<file path="src/gfx_config.svh">
`ifndef GFX_CONFIG_SVH
`define GFX_CONFIG_SVH

// Register file size, addresses 0 to 95
`define GFX_REG_COUNT     96

// Interrupt enables and flip
`define GFX_REG_CTRL      7
`define GFX_BIT_NMI_EN    0
`define GFX_BIT_IRQ_EN    1
`define GFX_BIT_FLIP      3

// Object page select
`define GFX_REG_PAGE      3
`define GFX_BIT_OBJ_PAGE  3

// Video RAM address widths
`define GFX_TILE_AW       11
`define GFX_OBJ_AW        12

// Low six bits of vdump where NMI fires
// Held while vdump bits 5:4 are both set
`define GFX_NMI_LINE      48

`endif

</file>
<file path="src/gfx_pkg.sv">
`include "gfx_config.svh"

package gfx_pkg;

    // CPU data bus and register contents
    typedef logic [7:0]                 byte_t;

    // Address inside the chip as seen by the CPU
    typedef logic [13:0]                cpu_addr_t;

    // Vertical dump counter
    typedef logic [8:0]                 vpos_t;

    // Video RAM addresses
    typedef logic [`GFX_TILE_AW-1:0]    tile_addr_t;
    typedef logic [`GFX_OBJ_AW-1:0]     obj_addr_t;
    typedef logic [9:0]                 obj_scan_t;

    // Graphics ROM word port
    typedef logic [17:0]                rom_addr_t;
    typedef logic [15:0]                rom_data_t;

    // Current owner of the ROM port
    typedef enum logic [1:0] {
        ARB_IDLE,
        ARB_SCR,
        ARB_OBJ
    } arb_owner_t;

endpackage

</file>
<file path="src/gfx_irq.sv">
`timescale 1ns/1ps
`include "gfx_config.svh"

module gfx_irq (
    input  logic          clk,
    input  logic          rst,
    input  logic          pxl_cen,
    input  logic          LVBL,
    input  logic          LHBL,
    input  logic          irq_en,
    input  logic          nmi_en,
    input  gfx_pkg::vpos_t vdump,
    output logic          cpu_irqn,
    output logic          cpu_nmin
);

    logic last_lvbl;
    logic vblank_fall;
    logic nmi_line;
    logic nmi_window;

    assign vblank_fall = last_lvbl & ~LVBL;
    assign nmi_line    = vdump[5:0] == 6'(`GFX_NMI_LINE);
    assign nmi_window  = vdump[5:4] == 2'b11;

    always_ff @(posedge clk or posedge rst) begin
        if (rst) begin
            last_lvbl <= 1'b0;
            cpu_irqn  <= 1'b1;
            cpu_nmin  <= 1'b1;
        end else if (pxl_cen) begin
            last_lvbl <= LVBL;

            // IRQ once per frame at the start of vertical blank
            if (vblank_fall) begin
                if (irq_en) begin
                    cpu_irqn <= 1'b0;
                end
            end else if (LHBL || !irq_en) begin
                cpu_irqn <= 1'b1;
            end

            // NMI held through the rest of the 16-line window
            if (!nmi_en || !nmi_window) begin
                cpu_nmin <= 1'b1;
            end else if (nmi_line) begin
                cpu_nmin <= 1'b0;
            end
        end
    end

endmodule

</file>
<file path="config.mk">
export PLATFORM = sky130hd
export DESIGN_NAME = gfx_irq
export DESIGN_NICKNAME = d
export VERILOG_FILES = /design/src/gfx_pkg.sv /design/src/gfx_irq.sv
export VERILOG_INCLUDE_DIRS = /design/src
export SDC_FILE = /design/constraint.sdc
export NUM_CORES = 1
export LEC_CHECK = 0
export BUFFER_PORTS_ARGS = -buffer_cell sky130_fd_sc_hd__buf_2
export CAP_MARGIN = 20
export CORE_AREA = 2 2 39 41
export CTS_CLUSTER_SIZE = 14
export DETAILED_ROUTE_END_ITERATION = 16
export DIE_AREA = 0 0 41 43
export PLACE_DENSITY = 0.37
export SKIP_CTS_REPAIR_TIMING = 1
export SLEW_MARGIN = 20
export SYNTH_ARGS = -nofsm -noshare
export SYNTH_HDL_FRONTEND = slang
export SYNTH_SLANG_ARGS = --single-unit
</file>
<file path="constraint.sdc">
create_clock -name clk -period 0.9 [get_ports clk]
set_input_delay 0.045 -clock clk [delete_from_list [all_inputs] [get_ports clk]]
set_output_delay 0.045 -clock clk [all_outputs]
set_load 0.01 [all_outputs]
</file>
==> results.md <==
* Status: finished with violations
* Failing checks: setup timing
* Crit Path Max Fanout at 3
* Crit path required time at 0.85 ns
* Buf/Inv on CP at 1
* Slew margin rel. at 0.8445
* H-Tree Depth at 1
* Yosys top cell area share at 0.3360
* #FFs+latches synth at 3
* Synth area leaders: dfstp_2, dfrtp_1, o41ai_2
* Grt ovf at 0
* Clk root buf: clkbuf_4
* Clock skew at 0.001380 ns
* Peak VDD IR at 0.2404 mV
* MaxCap Viol Count at 0
* Initial Utilization at 0.1130
* Placed cells at 45
* Share of layout cells above drive strength 1 at 0.6286
* Diodes inserted at 0
* WP data arrival at 0.87 ns
* Clock tree buffer depth at 2
* First-pass GRT wire length at 545 µm
* Port Buffers at 14
* Worst path slowest cell: dfstp_2
* Most common cell after layout, fill and taps aside: buf_2
* Initial antenna violation count at 0
* Num rows at 14
* Die Area at 0.001763 mm²
* Setup ws final at -0.01182 ns
* Synthesized cell area at 156.4 µm²
* Final hold vios at 0
* CP Cell Sequence: buf_6
* Largest net degree at the start of global routing at 5
* Clock Latency Late Sink at 0.23 ns
* Worst hold path type: input port to flip-flop
* Seq/Total Area, Yosys at 0.4960
* Post-route minimum period at 0.9118 ns
* Global Route Usage Sum at 0.05622
* Worst Setup End Kind: primary output
* Final Max Tran Viols at 0
* Synthesized Nets at 31
* Initial DRC Count at 3
* Total core area at 0.001384 mm²
* Final period utilization at 1.013
* GPL Wtd Cong at 0.5846
* Via count at 185
* Post-route antenna net violation count at 0
* CTS Buf Count at 3
* Cells after Synth at 15
* Synth cell types at 11
* CP max stage delay at 0.54 ns
* Die Height at 43 µm
* WL/cell at 8.373 µm
* WL final at 427 µm
* Die X-Extent at roughly 41 µm
* RSZ-0062 raised after global routing: true
* P&R area growth vs syn at 93.60%
* Most frequent cells in the layout: buf_2, nand2_1, clkbuf_4
* Num ports at 18
* Drt pass-1 iters at 2
* CTS tree: done
* Least-Margin Pin Slew at 0.2307 ns
* # clock sinks at 3
* Number of global-route vias before repair at 169
* DRC viols at 0
* Setup CP Type: flip-flop to primary output
* PD cells at 1562 mW/mm²
* Mean post-synth cell area at 10.43 µm²
* CP Launch Type: flip-flop
* Final nets at 52
* Pleak at about 0.00016 µW
* Synth Warn # at 0
* Worst Hold Margin at between 0.03 and 0.04 ns
* Via/cell ratio at 3.627
* CP top delay family: flip-flops
* Fmax at about 1100 MHz
* Layout Cells excl Fill at 51
* Clock transition at path regs at 0.04 ns
* Yosys top cell by area: dfstp_2
* Setup violators final at 2
[cell usage after synthesis]
master and number:
nand2b_1 1, a21oi_1 1, nand2_1 3, o41ai_2 1, mux2_2 1, a31oi_1 1, dfstp_2 2, nand3_1 1
dfrtp_1 1, mux2i_1 1, inv_1 2
[worst reg2reg max path, stage by stage (launching register included)]
cell and delay [ns]:
dfstp_2 0.54, nand2_1 0.05, a31oi_1 0.16
[cell type report]
type,count,area (µm²)
inverter,2,7.507
clock buffer,4,26.28
fill,157,1081
timing repair buffer,16,100.1
sequential,3,77.57
multi-input combinational,10,71.32
tap,16,20.02
[per-layer routing]
metal | vias up | GRT usage | share of wire
met1 | 75 | 0.03537 | 0.38
met2 | 15 | 0.07500 | 0.45
met3 | 2 | 0.04712 | 0.15
met4 | 0 | 0.08000 | 0.014
li1 | 93 | - | -
met5 | - | 0 | 0
[stage by stage]
stage                     area [µm²]    util  setup TNS, ns  total power, µW  setup slack, ns
after floorplan                156.4       -              0            190.1          0.08712
after global placement         246.5  0.1781              0            230.5           0.1060
after detailed placement       246.5  0.1781              0            232.2          0.09879
after CTS                      272.8  0.1971       -0.09302            474.5         -0.05528
after global routing           302.8  0.2188       -0.09072            520.0         -0.04977
final                          302.8  0.2188       -0.02209            473.1         -0.01182
[report_power, final]
group	internal [µW]	leakage, µW	switching [µW]
Sequential	154	0.0000328	9.17
Combinational	49.9	0.000109	30.6
Clock	166	0.0000150	63.5
[kinds of logic after synthesis]
family / count (synthesis) / synth area share
AO/OA/AOI/OAI: 3 / 0.1760
buffers and inverters: 2 / 0.04802
flip-flops: 3 / 0.4960
multiplexers: 2 / 0.1360
AND/OR/NAND/NOR: 5 / 0.1440
[flip-flops by register name, indices dropped and copies added, names as in the netlist]
register   flops
cpu_nmin       1
cpu_irqn       1
last_lvbl      1
[path summary, 6_finish.rpt]
kind | start | to | cells past startpoint | slack, ns
min reg2reg | last_lvbl | cpu_irqn | 1 | 0.42
min | vdump[2] | cpu_nmin | 3 | 0.04
max | cpu_nmin | cpu_nmin | 1 | -0.01
max in group asynchronous | rst | cpu_irqn | 3 | 0.45
min in group asynchronous | rst | last_lvbl | 3 | 0.23
max reg2reg | cpu_irqn | cpu_irqn | 2 | 0.08
Note: power is estimated with default switching activity, not from simulation.
