==> config.mk <==
export PLATFORM = sky130hd
export DESIGN_NAME = gfx_regs
export DESIGN_NICKNAME = d
export VERILOG_FILES = /design/src/gfx_pkg.sv /design/src/gfx_regs.sv
export VERILOG_INCLUDE_DIRS = /design/src
export SDC_FILE = /design/constraint.sdc
export NUM_CORES = 1
export LEC_CHECK = 0
export ABC_AREA = 1
export BUFFER_PORTS_ARGS = -buffer_cell sky130_fd_sc_hd__buf_2
export CAP_MARGIN = 5
export CORE_ASPECT_RATIO = 0.7
export CORE_UTILIZATION = 55
export CTS_BUF_LIST = sky130_fd_sc_hd__clkbuf_2
export CTS_CLUSTER_DIAMETER = 200
export DETAILED_ROUTE_END_ITERATION = 16
export PLACE_DENSITY = 0.78
export REMOVE_ABC_BUFFERS = 1
export SETUP_SLACK_MARGIN = 0.15
export SLEW_MARGIN = 10
export SYNTH_ARGS = -nofsm -noshare
export SYNTH_HDL_FRONTEND = slang
export SYNTH_SLANG_ARGS = --single-unit
==> constraint.sdc <==
create_clock -name clk -period 9.8 [get_ports clk]
set_input_delay 0.49 -clock clk [delete_from_list [all_inputs] [get_ports clk]]
set_output_delay 0.49 -clock clk [all_outputs]
set_load 0.005 [all_outputs]
==> src/gfx_config.svh <==
`ifndef GFX_CONFIG_SVH
`define GFX_CONFIG_SVH

// Register file size, addresses 0 to 95
`define GFX_REG_COUNT     96

// Interrupt enables and flip
`define GFX_REG_CTRL      7
`define GFX_BIT_NMI_EN    0
`define GFX_BIT_IRQ_EN    1
`define GFX_BIT_FLIP      3

// Object page select
`define GFX_REG_PAGE      3
`define GFX_BIT_OBJ_PAGE  3

// Video RAM address widths
`define GFX_TILE_AW       11
`define GFX_OBJ_AW        12

// Low six bits of vdump where NMI fires
// Held while vdump bits 5:4 are both set
`define GFX_NMI_LINE      48

`endif

==> src/gfx_pkg.sv <==
`include "gfx_config.svh"

package gfx_pkg;

    // CPU data bus and register contents
    typedef logic [7:0]                 byte_t;

    // Address inside the chip as seen by the CPU
    typedef logic [13:0]                cpu_addr_t;

    // Vertical dump counter
    typedef logic [8:0]                 vpos_t;

    // Video RAM addresses
    typedef logic [`GFX_TILE_AW-1:0]    tile_addr_t;
    typedef logic [`GFX_OBJ_AW-1:0]     obj_addr_t;
    typedef logic [9:0]                 obj_scan_t;

    // Graphics ROM word port
    typedef logic [17:0]                rom_addr_t;
    typedef logic [15:0]                rom_data_t;

    // Current owner of the ROM port
    typedef enum logic [1:0] {
        ARB_IDLE,
        ARB_SCR,
        ARB_OBJ
    } arb_owner_t;

endpackage

==> src/gfx_regs.sv <==
`timescale 1ns/1ps
`include "gfx_config.svh"

module gfx_regs (
    input  logic              clk,
    input  logic              rst,
    input  logic              cs,
    input  logic              cpu_rnw,
    input  logic              cpu_cen,
    input  gfx_pkg::cpu_addr_t addr,
    input  gfx_pkg::byte_t    cpu_dout,
    input  gfx_pkg::byte_t    attr_dout,
    input  gfx_pkg::byte_t    code_dout,
    input  gfx_pkg::byte_t    obj_dout,
    output gfx_pkg::byte_t    dout,
    output logic              attr_we,
    output logic              code_we,
    output logic              obj_we,
    output logic              flip,
    output logic              irq_en,
    output logic              nmi_en,
    output logic              obj_page
);

    // Registers 0..7 reset to zero, 8..23 to all ones
    localparam int ZERO_COUNT = 8;
    localparam int CTL_COUNT  = 24;

    gfx_pkg::byte_t ctl_regs [0:CTL_COUNT-1];
    gfx_pkg::byte_t ext_regs [CTL_COUNT:`GFX_REG_COUNT-1];

    logic       cpu_wr;
    logic       reg_space;
    logic       reg_we;
    logic [6:0] reg_idx;
    logic       reg_is_ctl;

    assign cpu_wr     = cs & cpu_cen & ~cpu_rnw;
    assign reg_space  = addr < gfx_pkg::cpu_addr_t'(`GFX_REG_COUNT);
    assign reg_idx    = addr[6:0];
    assign reg_is_ctl = reg_idx < 7'(CTL_COUNT);
    assign reg_we     = cpu_wr & reg_space;

    // RAM space is bit 13, bit 12 picks objects, bit 10 code over attributes
    assign attr_we = cpu_wr & addr[13] & ~addr[12] & ~addr[10];
    assign code_we = cpu_wr & addr[13] & ~addr[12] &  addr[10];
    assign obj_we  = cpu_wr & addr[13] &  addr[12];

    always_ff @(posedge clk or posedge rst) begin
        if (rst) begin
            for (int i = 0; i < CTL_COUNT; i++) begin
                ctl_regs[i] <= (i < ZERO_COUNT) ? 8'h00 : 8'hff;
            end
        end else if (reg_we && reg_is_ctl) begin
            ctl_regs[reg_idx[4:0]] <= cpu_dout;
        end
    end

    // Upper registers keep whatever power-up left in them
    always_ff @(posedge clk) begin
        if (reg_we && !reg_is_ctl) begin
            ext_regs[reg_idx] <= cpu_dout;
        end
    end

    always_comb begin
        if (addr[13]) begin
            dout = addr[12] ? obj_dout : (addr[10] ? code_dout : attr_dout);
        end else if (!reg_space) begin
            dout = '0;
        end else if (reg_is_ctl) begin
            dout = ctl_regs[reg_idx[4:0]];
        end else begin
            dout = ext_regs[reg_idx];
        end
    end

    assign nmi_en   = ctl_regs[`GFX_REG_CTRL][`GFX_BIT_NMI_EN];
    assign irq_en   = ctl_regs[`GFX_REG_CTRL][`GFX_BIT_IRQ_EN];
    assign flip     = ctl_regs[`GFX_REG_CTRL][`GFX_BIT_FLIP];
    assign obj_page = ctl_regs[`GFX_REG_PAGE][`GFX_BIT_OBJ_PAGE];

endmodule

==> results.json, run 1 <==
{
  "cts_sinks": 768,
  "slew_violations": 0,
  "io_buffer_count": 65,
  "antenna_found_initial": 1,
  "hold_viol": 0,
  "clock_skew_ns": 0,
  "via_per_inst": 5.674,
  "syn_area_sq_mm": 0.03297,
  "hold_slack_ns": 0.08654,
  "crit_path_max_fanout": 56,
  "ys_seq_elements": 768,
  "cts_resized": 0,
  "ir_drop_uv": 155.6,
  "ys_warn_count": 0,
  "setup_violations": 0,
  "die_h_um": 206.8,
  "path_clk_slew_ns": 0.11,
  "drv_cap": 0,
  "seq_area_frac_synth": 0.6753,
  "final.setup.tns_ns": 0,
  "crit_required_ns": 9.31,
  "postSynthCellCount": 3243,
  "gr-total-overflow": 0,
  "die_w_um": 294.6,
  "cts-root-buf": "clkbuf_2",
  "grt_pass1_wl_um": 133100,
  "path_class": "in2out",
  "initial_utilization": 0.5607,
  "startpoint_type": "input port",
  "rsz0062_at_grt": "false",
  "drtIter0Drc": 3048,
  "status": "completed",
  "htree_levels": 4,
  "tightest_slew_ns": 1.149,
  "track_usage": 0.2919,
  "avgSynthCellArea_sq_um": 10.17,
  "mostFrequentLayoutCells": "nand2_1, edfxtp_1, clkbuf_2",
  "core_area_sq_mm": 0.05879,
  "wl_per_cell_um": 20.54,
  "place_congestion": 0.8855,
  "powerDensity_mw_per_mm2": 165.7,
  "drt_first_pass_iters": 7,
  "ant_nets": 0,
  "relSlewSlack": 0.2335,
  "drive_gt1_frac": 0.1597,
  "cts_setup_buffers": 0,
  "grt_max_degree": 114,
  "nFillCells": 4794,
  "hold_class": "in2reg",
  "cp.arrival_ns": 4.92,
  "endpoint_kind": "primary output",
  "synth_cell_types": 38,
  "num_rows": 74,
  "period_minus_slack_ns": 5.412,
  "pin_count": 66,
  "cts_max_path_buffers": 3,
  "dp_hpwl_um": 51180,
  "areaGrowthSynthToFinish_pct": 7.375,
  "layout_commonest_cell": "nand2_1",
  "hold_buffers": 10,
  "nNetsFinal": 3398,
  "insertion_delay_ns": 1.21,
  "drc": 0,
  "die_area_sq_mm": 0.06094,
  "drt-total-wl_um": 87800,
  "cts_buffers": 173,
  "leakagePower_uw": 0.01414,
  "cts_tree": "yes",
  "routed-via-count": 24250,
  "grt_pass1_vias": 23030,
  "min_period_over_period": 0.5523,
  "fmax_mhz": 184.8
}
[critical path, cell delays in order]
cell and delay [ns]:
buf_4 0.38, clkinv_2 0.79, nor2_4 0.97, buf_4 0.76
buf_4 0.44, nand2_1 0.08, nand3_1 0.10, nand3_1 0.15
nand3_1 0.14, nand2_1 0.05, nand3_1 0.16, nand2_1 0.10
nand2_1 0.06, buf_2 0.10
[cells by family (layout without fill, tap and decap cells)]
group                  after synthesis  count (layout)  share of synthesized area
buffers and inverters              253             485                    0.03272
flip-flops                         768             768                     0.6753
AO/OA/AOI/OAI                      287             287                    0.04782
AND/OR/NAND/NOR                   1935            1935                     0.2442
other                                0               1                          0
[state kept, by name (all words and copies together) (netlist names)]
signal	flops
obj_page	1
ext_regs	576
flip	1
irq_en	1
nmi_en	1
ctl_regs	188
[Yosys cell counts (all sizes together)]
cell     instances  area [sq um]
a22oi           25         187.7
buf             89         462.9
dfstp          128          3363
clkbuf          91         341.6
o2111ai          1         15.01
nor3            11         66.32
or2              1         6.260
inv             71         266.5
o21ai          208          1079
nand4           89         779.5
a21oi           37         185.2
clkinv           2         7.510
nor2           135         560.5
nand3b           1         7.510
nand2         1572          5911
dfrtp           64          1602
o22ai            8         50.05
o211ai           8         60.06
nand3          118         668.1
edfxtp         576         17300
and2             8         50.05
[per-stage QoR]
stage                     cell area (sq um)  setup WS (ns)  instances  utilization  total power, uW
after floorplan                       32160          2.083       3063            -             3751
after global placement                33770          4.403       3959       0.5744             3933
after detailed placement              33770          4.278       3959       0.5744             3937
after CTS                             35370          4.509       4272       0.6017             5867
after global routing                  35400          4.222       4274       0.6020             6064
final                                 35400          4.388       4274       0.6020             5864
[metal layers]
metal	GRT usage	vias up	share of wire
met2	0.4081	1586	0.42
met3	0.1211	160	0.15
met1	0.4165	11360	0.41
met4	0.08668	0	0.020
met5	0	-	0
li1	-	11140	-
[where the power goes]
group / switching, uW / internal, uW
clock: 1260 / 723
sequential: 0.101 / 3500
combinational: 307 / 77.3
[worst paths after layout]
check,start,endpoint,slack [ns],depth (start not counted)
max,addr[1],dout[3],4.39,14
min,addr[3],ext_regs[49][3]$_DFFE_PP_,0.09,4
max reg2reg,ctl_regs[65]$_DFFE_PP1P_,ctl_regs[65]$_DFFE_PP1P_,9.01,2
min reg2reg,ctl_regs[67]$_DFFE_PP1P_,ctl_regs[67]$_DFFE_PP1P_,0.48,2
max in group asynchronous,rst,irq_en$_DFFE_PP0P_,7.54,5
min in group asynchronous,rst,ctl_regs[146]$_DFFE_PP0P_,0.65,4
[area by class of cell]
class / instances / area, sq um / share of cell area
Clock inverter: 46 / 215.2 / 0.006080
Sequential cell: 768 / 22260 / 0.6289
Inverter: 73 / 285.3 / 0.008059
Multi-Input combinational cell: 2222 / 9656 / 0.2728
Clock buffer: 257 / 1286 / 0.03634
Timing Repair Buffer: 109 / 691.9 / 0.01955
Tap cell: 798 / 998.5 / 0.02821
Antenna cell: 1 / 2.502 / 0.00007070
Note: power is estimated with default switching activity, not from simulation.
==> inputs of run 2 (changes only) <==
PLACE_DENSITY = 0.81   (was 0.78)
clock period = 4.5 ns   (was 9.8 ns; I/O delays follow)
==> run 2 against run 1 <==
Compared with the run above:
- sequential share of layout area decreased by 0.58 points
- register-to-register slack lost 5.3 ns
- final cell count is 0.30% higher
==> results.json, run 2 (synthesis results as in run 1) <==
{
  "startpoint_type": "input port",
  "endpoint_kind": "primary output",
  "fmax_mhz": 270.4,
  "min_period_over_period": 0.8218,
  "nFillCells": 4629,
  "antenna_found_initial": 2,
  "pin_count": 66,
  "ant_nets": 0,
  "die_w_um": 294.6,
  "grt_pass1_wl_um": 132700,
  "cts_resized": 0,
  "crit_path_max_fanout": 45,
  "hold_slack_ns": 0.1598,
  "r2r_slack_ns": 3.67,
  "powerDensity_mw_per_mm2": 366.7,
  "initial_utilization": 0.5607,
  "leakagePower_uw": 0.01428,
  "num_rows": 74,
  "hold_viol": 0,
  "tightest_slew_ns": 1.128,
  "whs_path_depth": 3,
  "r2r-end": "ctl_regs[16]$_DFFE_PP1P_",
  "final-instance-count-excl-fill": 4287,
  "core_area_sq_mm": 0.05879,
  "cts_max_path_buffers": 3,
  "largestRegisters": "ext_regs: 576 flops, ctl_regs: 188 flops",
  "relSlewSlack": 0.2465,
  "die_area_sq_mm": 0.06094,
  "mostFrequentLayoutCells": "nand2_1, edfxtp_1, clkbuf_2",
  "grt_max_degree": 118,
  "drtIter0Drc": 3437,
  "grt_pass1_vias": 23160,
  "path_clk_slew_ns": 0.12,
  "via_per_inst": 5.715,
  "slew_violations": 0,
  "ir_drop_uv": 279.4,
  "drt_first_pass_iters": 9,
  "setup_violations": 0,
  "drv_cap": 0,
  "cts_buffers": 171,
  "io_buffer_count": 65,
  "cts-root-buf": "clkbuf_2",
  "period_minus_slack_ns": 3.698,
  "rr_startpoint": "ctl_regs[16]$_DFFE_PP1P_",
  "place_congestion": 0.9024,
  "cts_sinks": 768,
  "rsz0062_at_grt": "false",
  "routed-via-count": 24500,
  "drt-total-wl_um": 87440,
  "gr-total-overflow": 0,
  "drive_gt1_frac": 0.1627,
  "drc": 0,
  "nNetsFinal": 3412,
  "htree_levels": 4,
  "startpoint": "addr[2]",
  "cp.arrival_ns": 3.47,
  "crit_required_ns": 4.28,
  "areaGrowthSynthToFinish_pct": 8.373,
  "track_usage": 0.2906,
  "status": "completed",
  "reg2reg_depth": 2,
  "dp_hpwl_um": 51030,
  "final.setup.tns_ns": 0,
  "wl_per_cell_um": 20.40,
  "layout_commonest_cell": "nand2_1",
  "insertion_delay_ns": 1.22,
  "largest_reg_flops": 576,
  "cts_tree": "yes",
  "hold_class": "in2reg",
  "clock_skew_ns": 0,
  "die_h_um": 206.8,
  "path_class": "in2out",
  "min_to": "ext_regs[30][1]$_DFFE_PP_",
  "dp.cells": 3966,
  "regMostFlops": "ext_regs",
  "hp-start": "cpu_dout[1]"
}
run 2: cell types whose count changed in the layout (fill, tap and decap cells not counted), moves of 3 or more:
| cell | delta |
|---|---|
| bufinv_16 | +5 |
| dlygate4sd3_1 | +9 |
| diode_2 | +3 |
| inv_2 | -5 |
| clkinv_1 | -13 |
| buf_12 | +5 |
| clkbuf_2 | +6 |
run 2: repair_timing:
action	4_1_cts	5_1_grt
hold buffers	20	0
hold endpoints to repair	1435	0
setup buffers	0	0
run 2: how the worst max path moves through the flow:
stage,endpoint,slack [ns],depth (start not counted)
2_1_floorplan,ext_regs[49][0]$_DFFE_PP_,-2.95,4
3_3_place_gp,dout[7],1.43,16
3_5_place_dp,dout[5],1.39,16
4_1_cts,dout[0],0.94,13
5_1_grt,dout[7],0.73,13
6_report,dout[0],0.80,13
run 2: worst max-delay path, stage by stage:
cell and delay (ns):
dlygate4sd3_1 0.53, buf_2 0.24, buf_4 0.38, nor2_4 0.89, nand2_1 0.17, nand2_1 0.20, nor2_1 0.09, nand3_1 0.21
nand2_1 0.10, nand3_1 0.08, nand2_1 0.11, nand2_1 0.08, buf_2 0.11
run 2: final cells by class:
cell class	instances	area, sq um	share of cell area
well taps	798	998.5	0.02795
multi-input cells	2222	9646	0.2700
flip-flops and latches	768	22260	0.6231
inverters	73	285.3	0.007985
clock inverters	34	311.5	0.008721
diodes	4	10.01	0.0002802
clock buffers	263	1316	0.03684
repair buffers	125	897.1	0.02511
run 2: power by group:
group / internal [uW] / total (uW) / switching (uW)
clock network: 1880 / 4630 / 2750
registers: 7630 / 7630 / 0.219
logic: 178 / 844 / 666
total: 9680 / 13100 / 3420
run 2: per-layer routing:
layer	share of wire	global-route usage	vias up	wire length (um)
li1	-	-	11180	-
met1	0.40	0.4167	11450	35070
met2	0.43	0.4192	1677	37390
met3	0.15	0.09497	191	12850
met4	0.024	0.09617	0	2123
met5	0	0.003934	-	0
run 2: through the flow:
stage               cell area, sq um  total power, uW    util  worst slack (ns)
global route                   35720            13530  0.6076            0.7347
global placement               33890             8563  0.5764             1.426
detailed placement             33890             8575  0.5764             1.394
finish                         35730            13100  0.6076            0.8018
floorplan                      32160             8169       -            -2.952
CTS                            35720            13080  0.6075            0.9365
