`config.mk`:
```
export PLATFORM = sky130hd
export DESIGN_NAME = gfx_rom_arbiter
export DESIGN_NICKNAME = d
export VERILOG_FILES = /design/src/gfx_pkg.sv /design/src/gfx_rom_arbiter.sv
export VERILOG_INCLUDE_DIRS = /design/src
export SDC_FILE = /design/constraint.sdc
export NUM_CORES = 1
export LEC_CHECK = 0
export BUFFER_PORTS_ARGS = -buffer_cell sky130_fd_sc_hd__buf_2
export CAP_MARGIN = 20
export CORE_ASPECT_RATIO = 1.1
export CORE_UTILIZATION = 45
export CTS_BUF_LIST = sky130_fd_sc_hd__clkbuf_4
export DETAILED_ROUTE_END_ITERATION = 10
export GPL_TIMING_DRIVEN = 0
export PLACE_DENSITY = 0.77
export SLEW_MARGIN = 20
export SYNTH_ARGS = -nofsm -noshare
export SYNTH_HDL_FRONTEND = slang
export SYNTH_SLANG_ARGS = --single-unit
```
`constraint.sdc`:
```
create_clock -name clk -period 2.1 [get_ports clk]
set_input_delay 0.63 -clock clk [delete_from_list [all_inputs] [get_ports clk]]
set_output_delay 0.63 -clock clk [all_outputs]
set_load 0.05 [all_outputs]
```
`src/gfx_config.svh`:
```
`ifndef GFX_CONFIG_SVH
`define GFX_CONFIG_SVH

// Register file size, addresses 0 to 95
`define GFX_REG_COUNT     96

// Interrupt enables and flip
`define GFX_REG_CTRL      7
`define GFX_BIT_NMI_EN    0
`define GFX_BIT_IRQ_EN    1
`define GFX_BIT_FLIP      3

// Object page select
`define GFX_REG_PAGE      3
`define GFX_BIT_OBJ_PAGE  3

// Video RAM address widths
`define GFX_TILE_AW       11
`define GFX_OBJ_AW        12

// Low six bits of vdump where NMI fires
// Held while vdump bits 5:4 are both set
`define GFX_NMI_LINE      48

`endif

```
`src/gfx_pkg.sv`:
```
`include "gfx_config.svh"

package gfx_pkg;

    // CPU data bus and register contents
    typedef logic [7:0]                 byte_t;

    // Address inside the chip as seen by the CPU
    typedef logic [13:0]                cpu_addr_t;

    // Vertical dump counter
    typedef logic [8:0]                 vpos_t;

    // Video RAM addresses
    typedef logic [`GFX_TILE_AW-1:0]    tile_addr_t;
    typedef logic [`GFX_OBJ_AW-1:0]     obj_addr_t;
    typedef logic [9:0]                 obj_scan_t;

    // Graphics ROM word port
    typedef logic [17:0]                rom_addr_t;
    typedef logic [15:0]                rom_data_t;

    // Current owner of the ROM port
    typedef enum logic [1:0] {
        ARB_IDLE,
        ARB_SCR,
        ARB_OBJ
    } arb_owner_t;

endpackage

```
`src/gfx_rom_arbiter.sv`:
```
`timescale 1ns/1ps

module gfx_rom_arbiter (
    input  logic               clk,
    input  logic               rst,
    input  logic [1:0]         gfx_en,
    input  logic               scr_cs,
    input  logic               obj_cs,
    input  gfx_pkg::rom_addr_t scr_addr,
    input  gfx_pkg::rom_addr_t obj_addr,
    input  gfx_pkg::rom_data_t rom_data,
    input  logic               rom_ok,
    output gfx_pkg::rom_data_t scr_data,
    output gfx_pkg::rom_data_t obj_data,
    output logic               scr_ok,
    output logic               obj_ok,
    output logic               rom_cs,
    output logic               rom_obj_sel,
    output gfx_pkg::rom_addr_t rom_addr
);

    gfx_pkg::arb_owner_t owner;

    // Low in the first cycle of an access while rom_ok may still be stale
    logic settled;
    logic last_scr_cs;
    logic last_obj_cs;
    logic done;

    assign done = (owner != gfx_pkg::ARB_IDLE) && settled && rom_ok;

    always_ff @(posedge clk or posedge rst) begin
        if (rst) begin
            owner       <= gfx_pkg::ARB_IDLE;
            settled     <= 1'b0;
            rom_cs      <= 1'b0;
            rom_obj_sel <= 1'b0;
            rom_addr    <= '0;
            scr_ok      <= 1'b0;
            obj_ok      <= 1'b0;
            last_scr_cs <= 1'b0;
            last_obj_cs <= 1'b0;
        end else begin
            last_scr_cs <= scr_cs;
            last_obj_cs <= obj_cs;
            // New request from a client invalidates its previous result
            if (scr_cs && !last_scr_cs) begin
                scr_ok <= 1'b0;
            end
            if (obj_cs && !last_obj_cs) begin
                obj_ok <= 1'b0;
            end

            if (owner == gfx_pkg::ARB_IDLE) begin
                settled <= 1'b0;
                // Scroll layer has priority
                if (scr_cs && gfx_en[0]) begin
                    owner       <= gfx_pkg::ARB_SCR;
                    rom_cs      <= 1'b1;
                    rom_addr    <= scr_addr;
                    rom_obj_sel <= 1'b0;
                    scr_ok      <= 1'b0;
                end else if (obj_cs && gfx_en[1]) begin
                    owner       <= gfx_pkg::ARB_OBJ;
                    rom_cs      <= 1'b1;
                    rom_addr    <= obj_addr;
                    rom_obj_sel <= 1'b1;
                    obj_ok      <= 1'b0;
                end
            end else if (done) begin
                // Disabled clients are released along with the owner
                if (owner == gfx_pkg::ARB_SCR || !gfx_en[0]) begin
                    scr_ok <= 1'b1;
                end
                if (owner == gfx_pkg::ARB_OBJ || !gfx_en[1]) begin
                    obj_ok <= 1'b1;
                end
                owner       <= gfx_pkg::ARB_IDLE;
                rom_cs      <= 1'b0;
                rom_obj_sel <= 1'b0;
            end else begin
                settled <= 1'b1;
            end
        end
    end

    always_ff @(posedge clk) begin
        if (done) begin
            if (owner == gfx_pkg::ARB_SCR) begin
                scr_data <= rom_data;
            end else if (!gfx_en[0]) begin
                scr_data <= '0;
            end
            if (owner == gfx_pkg::ARB_OBJ) begin
                obj_data <= rom_data;
            end else if (!gfx_en[1]) begin
                obj_data <= '0;
            end
        end
    end

endmodule

```
==> metrics.csv, run 1 <==
stage;metric;value;unit
run_status;status;finished clean;
cells_and_area;Fillers;428;
critical_path;crit path DAT;1230;ps
sta;Final Skew;6.72;ps
clock_tree;CTS Buffer Depth;2;
synth;Post-synth EDFFs;32;
synth;async set-reset flop share out of synthesis;0.448;
floorplanning;initial core utilization;0.464;
critical_path;critical path type;reg -> out;
sta;Max Freq;538;MHz
floorplanning;die height;80.0;um
clock_tree;Setup Buffers After CTS;0;
synth;Cells after Synth;155;
critical_path;FF-to-FF setup slack;410;ps
synth;Yosys cell types;26;
routing;Via-to-Cell Ratio;4.66;
synth;synthesized cell area;2490;um^2
floorplanning;row cnt;28;
place;port buffer count;112;
place;dpl hpwl;3520;um
power_and_ir_drop;VDD IR max;1.01;mV
sta;final worst path period need;1860;ps
worst_hold_path;Hold WC Path Type;in -> async;
power_and_ir_drop;pwr/cell area;1500;nW/um^2
clock_tree;CTS Hold Bufs;0;
synth;post-synth net total;214;
place;DP Area;3180;um^2
synth;Synth area leaders;edfxtp_1 39%, dfrtp_1 26%, mux2_4 11%, mux2_2 8.1%, and2_1 8.0%;
synth;yosys warns;0;
floorplanning;Ports;113;
critical_path;Bufs and invs on worst path;1;
routing;drt total wl;4820;um
critical_path;critical path fanouts, max;7;
floorplanning;core box area;5360;um^2
cells_and_area;n_diodes;0;
cells_and_area;post-route cell area;3310;um^2
global_route;gr usage total;0.182;
global_route;largest net degree at the start of global routing;27;
routing;Avg WL per Cell;13.4;um
sta;Worst Tran Pin Value;914;ps
synth;synth cell count leaders;32 x and2_1, 32 x edfxtp_1, 26 x dfrtp_1;
synth;sequential cell area fraction in the yosys report;0.648;
synth;area leader, netlist;edfxtp_1;
critical_path;chain of cells forming the critical path;buf_2;
critical_path;R2R Path End;obj_data[8]$_SDFFCE_PP0P_;
clock_tree;CTS H-tree depth;3;
clock_tree;CTS root buf;clkbuf_4;
synth;Main synth FF type;edfxtp_1;
critical_path;CP Launch Point;rom_obj_sel$_DFFE_PP0P_;
sta;RSZ-0062 raised after global routing;no;
routing;routed vias;1676;
clock_tree;post-CTS resize count;0;
clock_tree;Worst-Skew Late Latency;380;ps
place;GP Congestion;0.712;
routing;initial DRC count;73;
clock_tree;clock slew at reported path FFs;100;ps
critical_path;CP Launch Type;register;
power_and_ir_drop;Power Total;4.95;mW
power_and_ir_drop;leak pwr;1.54;nW
critical_path;cell family contributing the most delay on the critical path;flip-flops;
cells_and_area;NumNets Final;339;
clock_tree;CTS tree;built;
sta;max-slew violations;0;
global_route;global-route wire length before repair;7660;um
run;max_cap viols;0;
clock_tree;clock sink count;58;
sta;Setup-failing EPs final;0;
synth;Avg Inst Size Synth;16.1;um^2
global_route;grt ovf;0;
floorplanning;die width;72.9;um
critical_path;element type at the critical path end;output pin;
critical_path;largest stage delay on the critical path;520;ps
sta;Rel. slew slack;0.387;
critical_path;Worst Reg2Reg Path Length in Cells;3;
floorplanning;die area;5830;um^2
cells_and_area;ratio of cells with drive above 1 in the final layout;0.618;
synth;Synth top area share;0.386;
critical_path;slowest CP cell;dfrtp_1;
clock_tree;CTS buffer count;9;
routing;drc violations;0;
global_route;vias in the first global route;1693;
sta;fin crit share;0.886;
critical_path;r2r startpoint;owner[0]$_DFFE_PP0P_;
synth;Seq cells post-synth;58;
routing;Routed Antenna Nets;0;
critical_path;WP data required;1470;ps
sta;Min Hold Slack;317;ps
cells_and_area;synthesis-to-layout area growth;33.0;%
routing;first drt pass iteration count;4;
global_route;initial antenna violation count;0;
sta;final hold violations;0;
-- how the worst max path moves through the flow --
stage / to / slack [ps] / cells after the start
2_1_floorplan: obj_data[0]$_SDFFCE_PP0P_ / -110 / 2
6_report: rom_obj_sel / 240 / 1
3_3_place_gp: obj_data[11]$_SDFFCE_PP0P_ / -490 / 3
5_1_grt: rom_obj_sel / 140 / 1
3_5_place_dp: obj_data[7]$_SDFFCE_PP0P_ / 220 / 4
4_1_cts: rom_obj_sel / 210 / 1
-- cell type report --
cell class | instances | area (um^2) | share of cell area
Clock buffer | 10 | 75.1 | 0.0227
Multi-Input combinational cell | 89 | 816 | 0.247
Sequential cell | 58 | 1610 | 0.487
Tap cell | 75 | 93.8 | 0.0284
Inverter | 2 | 7.51 | 0.00227
Timing Repair Buffer | 114 | 587 | 0.177
Clock inverter | 6 | 57.6 | 0.0174
Buffer | 6 | 61.3 | 0.0185
-- power breakdown --
| group | switching [mW] | total, mW | internal (mW) | leakage, nW |
|---|---|---|---|---|
| clock network | 0.394 | 0.762 | 0.368 | 0.0759 |
| logic | 1.67 | 2.38 | 0.709 | 0.859 |
| registers | 0.175 | 1.81 | 1.63 | 0.609 |
| total | 2.24 | 4.95 | 2.71 | 1.54 |
-- layout by cell type (no fill, tap or decap), types with 2 or more instances in the layout --
cell        n
a21oi_2     2
a31o_2      2
and2_1     32
buf_2     112
buf_6       2
buf_8       2
clkbuf_1    2
clkbuf_4   10
clkinv_2    4
dfrtp_1    26
edfxtp_1   32
mux2_2     18
mux2_4     18
nand2_1     4
nor2b_1     2
-- logic make-up (layout without fill, tap and decap cells) --
family,after synthesis,after routing,share of synthesized area
buffers and inverters,8,138,0.0277
AND/OR/NAND/NOR,44,44,0.109
multiplexers,36,36,0.190
flip-flops,58,58,0.648
AO/OA/AOI/OAI,9,9,0.0262
-- sequential cells by signal (all words and copies together), names as in the netlist --
name         flops
obj_ok           1
rom_addr        18
owner            1
last_obj_cs      1
last_scr_cs      1
rom_cs           1
scr_data        16
obj_data        16
settled          1
rom_obj_sel      1
scr_ok           1
-- metrics by stage --
| step | worst slack, ps | TNS (ps) | std cells | utilization |
|---|---|---|---|---|
| final | 240 | 0 | 360 | 0.617 |
| after CTS | 208 | 0 | 360 | 0.617 |
| after floorplan | -106 | -3380 | 155 | - |
| after detailed placement | 223 | 0 | 344 | 0.593 |
| after global routing | 142 | 0 | 360 | 0.617 |
| after global placement | -491 | -15320 | 342 | 0.586 |
-- metal layers --
metal	GRT usage	part of all wire	up-vias
met1	0.197	0.40	785
met3	0.0631	0.072	6
met2	0.314	0.51	86
li1	-	-	799
met5	0	0	-
met4	0.0941	0.016	0
No activity file was read; power rests on OpenSTA's default activity.
==> run 2: changes to the inputs <==
ABC_AREA = 1   (was default)
==> run 2 against run 1 <==
  * Core utilization rose by 1.1 points
  * Global-route usage rose by 1.9 points
  * Clock skew rose by 4.1 ps
==> metrics.csv, run 2 <==
stage;metric;value;unit;change
synth;Synth area leaders;edfxtp_1 39%, dfrtp_1 26%, nand2_1 13%, nand3_1 8.2%, nor2_1 5.4%;;
sta;Max Freq;556;MHz;+3.4%
floorplanning;core box area;5360;um^2;unchanged
cells_and_area;Fillers;475;;+11%
clock_tree;CTS Hold Bufs;0;;unchanged
synth;xor/xnor share of the synthesized area;0;;unchanged
sta;final hold violations;0;;unchanged
run_status;status;finished clean;;
floorplanning;die height;80.0;um;about the same
cells_and_area;area of the multi-input gates;693;um^2;-15%
synth;async set-reset flop share out of synthesis;0.448;;unchanged
worst_hold_path;Hold WC Path Type;in -> async;;
floorplanning;die area;5840;um^2;about the same
cells_and_area;post-route cell area;3370;um^2;+1.7%
run;max_cap viols;0;;unchanged
synth;top-count cell post-synth;nand2_1;;
clock_tree;CTS Buffer Depth;2;;unchanged
global_route;global routing usage on met1;0.227;;+0.0304
synth;synth cell count leaders;88 x nand2_1, 41 x nand3_1, 36 x nor2_1;;
place;dpl hpwl;4030;um;+15%
sta;Final Skew;10.8;ps;+4.06 ps
cells_and_area;leading cell type in the layout, fill and taps excluded;buf_2;;
critical_path;element type at the critical path end;register;;
routing;drc violations;0;;unchanged
place;port buffer count;112;;unchanged
clock_tree;CTS tree;built;;
synth;Synth Area in Adders;0;;unchanged
clock_tree;CTS H-tree depth;3;;unchanged
global_route;grt ovf;0;;unchanged
clock_tree;Worst-Skew Late Latency;370;ps;about the same
clock_tree;CTS buffer count;9;;unchanged
clock_tree;CTS root buf;clkbuf_4;;
critical_path;Worst Reg2Reg Path Length in Cells;4;;+1
cells_and_area;register name with the most flops;rom_addr;;
routing;Via-to-Cell Ratio;4.60;;-1.2%
clock_tree;Setup Buffers After CTS;0;;unchanged
synth;Main synth FF type;edfxtp_1;;
cells_and_area;n_diodes;0;;unchanged
routing;Routed Antenna Nets;0;;unchanged
global_route;largest net degree at the start of global routing;27;;unchanged
synth;post-synthesis mux area share;0;;-0.190
sta;RSZ-0062 raised after global routing;no;;
critical_path;CP Launch Type;register;;
global_route;grt met2 use;0.360;;+0.0458
sta;Worst Tran Pin Value;815;ps;-99.1 ps
routing;initial DRC count;66;;-9.6%
sta;final worst path period need;1800;ps;-61.4 ps
cells_and_area;synthesis-to-layout area growth;35.2;%;
power_and_ir_drop;pwr/cell area;1500;nW/um^2;about the same
power_and_ir_drop;VDD IR max;0.768;mV;-24%
clock_tree;post-CTS resize count;0;;unchanged
place;DP Area;3150;um^2;-0.95%
routing;routed vias;2158;;+29%
sta;Setup-failing EPs final;0;;unchanged
routing;Avg WL per Cell;11.7;um;-13%
sta;fin crit share;0.857;;-0.0293
critical_path;critical path type;reg -> reg;;
synth;Synth Area in Simple Gates;0.269;;+0.161
synth;main combinational cell family by area after synthesis;simple AND/OR/NAND/NOR gates;;
sta;max-slew violations;0;;unchanged
synth;Yosys cell types;12;;-54%
synth;synthesized cell area;2490;um^2;about the same
synth;Compound-Gate Fraction of Synth Area;0.00804;;-0.0181
floorplanning;row cnt;28;;unchanged
synth;yosys warns;0;;unchanged
cells_and_area;Largest regs;rom_addr x18, obj_data x16, scr_data x16;;
global_route;vias in the first global route;2037;;+20%
critical_path;crit path DAT;1800;ps;+570 ps
synth;post-synth net total;324;;+51%
synth;area leader, netlist;edfxtp_1;;
clock_tree;clock slew at reported path FFs;100;ps;about the same
synth;sequential cell area fraction in the yosys report;0.647;;about the same
synth;Post-synth EDFFs;32;;unchanged
cells_and_area;most frequent cells in the layout;121 x buf_2, 88 x nand2_1, 41 x nand3_1, 35 x nor2_1, 32 x edfxtp_1;;
synth;Cells after Synth;265;;+71%
clock_tree;clock sink count;58;;unchanged
global_route;Top Usage Layer GRT;met2;;
critical_path;WP data required;2100;ps;+630 ps
global_route;initial antenna violation count;0;;unchanged
sta;Rel. slew slack;0.456;;+0.0693
routing;first drt pass iteration count;4;;unchanged
place;GP Congestion;0.736;;+3.3%
routing;drt total wl;5480;um;+14%
floorplanning;Ports;113;;unchanged
global_route;global-route wire length before repair;8730;um;+14%
global_route;met3 usage;0.0417;;-0.0215
cells_and_area;NumNets Final;448;;+32%
cells_and_area;register area;1610;um^2;unchanged
floorplanning;die width;72.9;um;about the same
global_route;gr usage total;0.201;;+0.0187
synth;Seq cells post-synth;58;;unchanged
cells_and_area;max reg flops;18;;unchanged
synth;Avg Inst Size Synth;9.40;um^2;-41%
critical_path;critical path fanouts, max;16;;+9
floorplanning;initial core utilization;0.465;;about the same
synth;Synth top area share;0.386;;about the same
sta;Sum Neg Setup Slack;0;ps;unchanged
power_and_ir_drop;leak pwr;1.83;nW;+19%
cells_and_area;ratio of cells with drive above 1 in the final layout;0.365;;-0.252
==> run 2: changes by cell type after synthesis, sizes merged, moves of 10 or more <==
cell	previous run	this run
and2	32	0
buf	4	14
inv	2	25
mux2	36	0
nand2	5	88
nand3	1	41
nor2	1	36
==> run 2: final timing paths <==
path                                    startpoint                        end  slack (ps)
max                        rom_obj_sel$_DFFE_PP0P_  scr_data[3]$_SDFFCE_PP0P_         300
min                                            rst   rom_addr[10]$_DFFE_PP0P_         160
max reg2reg                rom_obj_sel$_DFFE_PP0P_  scr_data[3]$_SDFFCE_PP0P_         300
min reg2reg                     rom_cs$_DFFE_PP0P_         rom_cs$_DFFE_PP0P_         470
max in group asynchronous                      rst      last_scr_cs$_DFF_PP0_        1520
min in group clk                            obj_cs      last_obj_cs$_DFF_PP0_         390
==> run 2: layer usage <==
| metal | wire length, um | share of wire | vias up |
|---|---|---|---|
| met5 | 0 | 0 | - |
| met1 | 2300 | 0.42 | 956 |
| met3 | 370 | 0.068 | 6 |
| met2 | 2760 | 0.50 | 103 |
| li1 | - | - | 1093 |
| met4 | 51 | 0.0093 | 0 |
==> run 2: critical path: stages (launching register included) <==
cell and delay, ps:
dfrtp_1 440, inv_1 60, nand2_1 100, nand2_1 150
nor2_2 680
==> run 2: kinds of logic after synthesis <==
kind of cell,Yosys count
AO/OA/AOI/OAI,3
buffers and inverters,39
flip-flops,58
AND/OR/NAND/NOR,165
==> run 2: power by group <==
group          internal [mW]  leakage, nW  switching (mW)  total [mW]
Combinational          0.472         1.10            1.70        2.17
Clock                  0.732        0.108           0.390        1.12
Sequential              1.60        0.623           0.149        1.75
Total                   2.80         1.83            2.24        5.04
==> run 2: layout make-up <==
class,count,share of cell area
tap,75,0.0279
multi-input combinational,168,0.206
timing repair buffer,113,0.171
inverter,25,0.0279
clock buffer,10,0.0223
clock inverter,6,0.0383
sequential,58,0.479
buffer,14,0.0279
==> run 2: per-stage QoR <==
step | total power, mW | utilization | instances | hold WS [ps] | setup slack (ps)
after floorplan | 3.40 | - | 265 | 512 | 30.9
after global placement | 3.90 | 0.587 | 452 | 454 | -331
after detailed placement | 3.94 | 0.587 | 452 | 454 | 27.4
after CTS | 5.07 | 0.625 | 468 | 359 | 290
after global routing | 5.28 | 0.628 | 469 | 166 | 183
final | 5.04 | 0.628 | 469 | 161 | 301
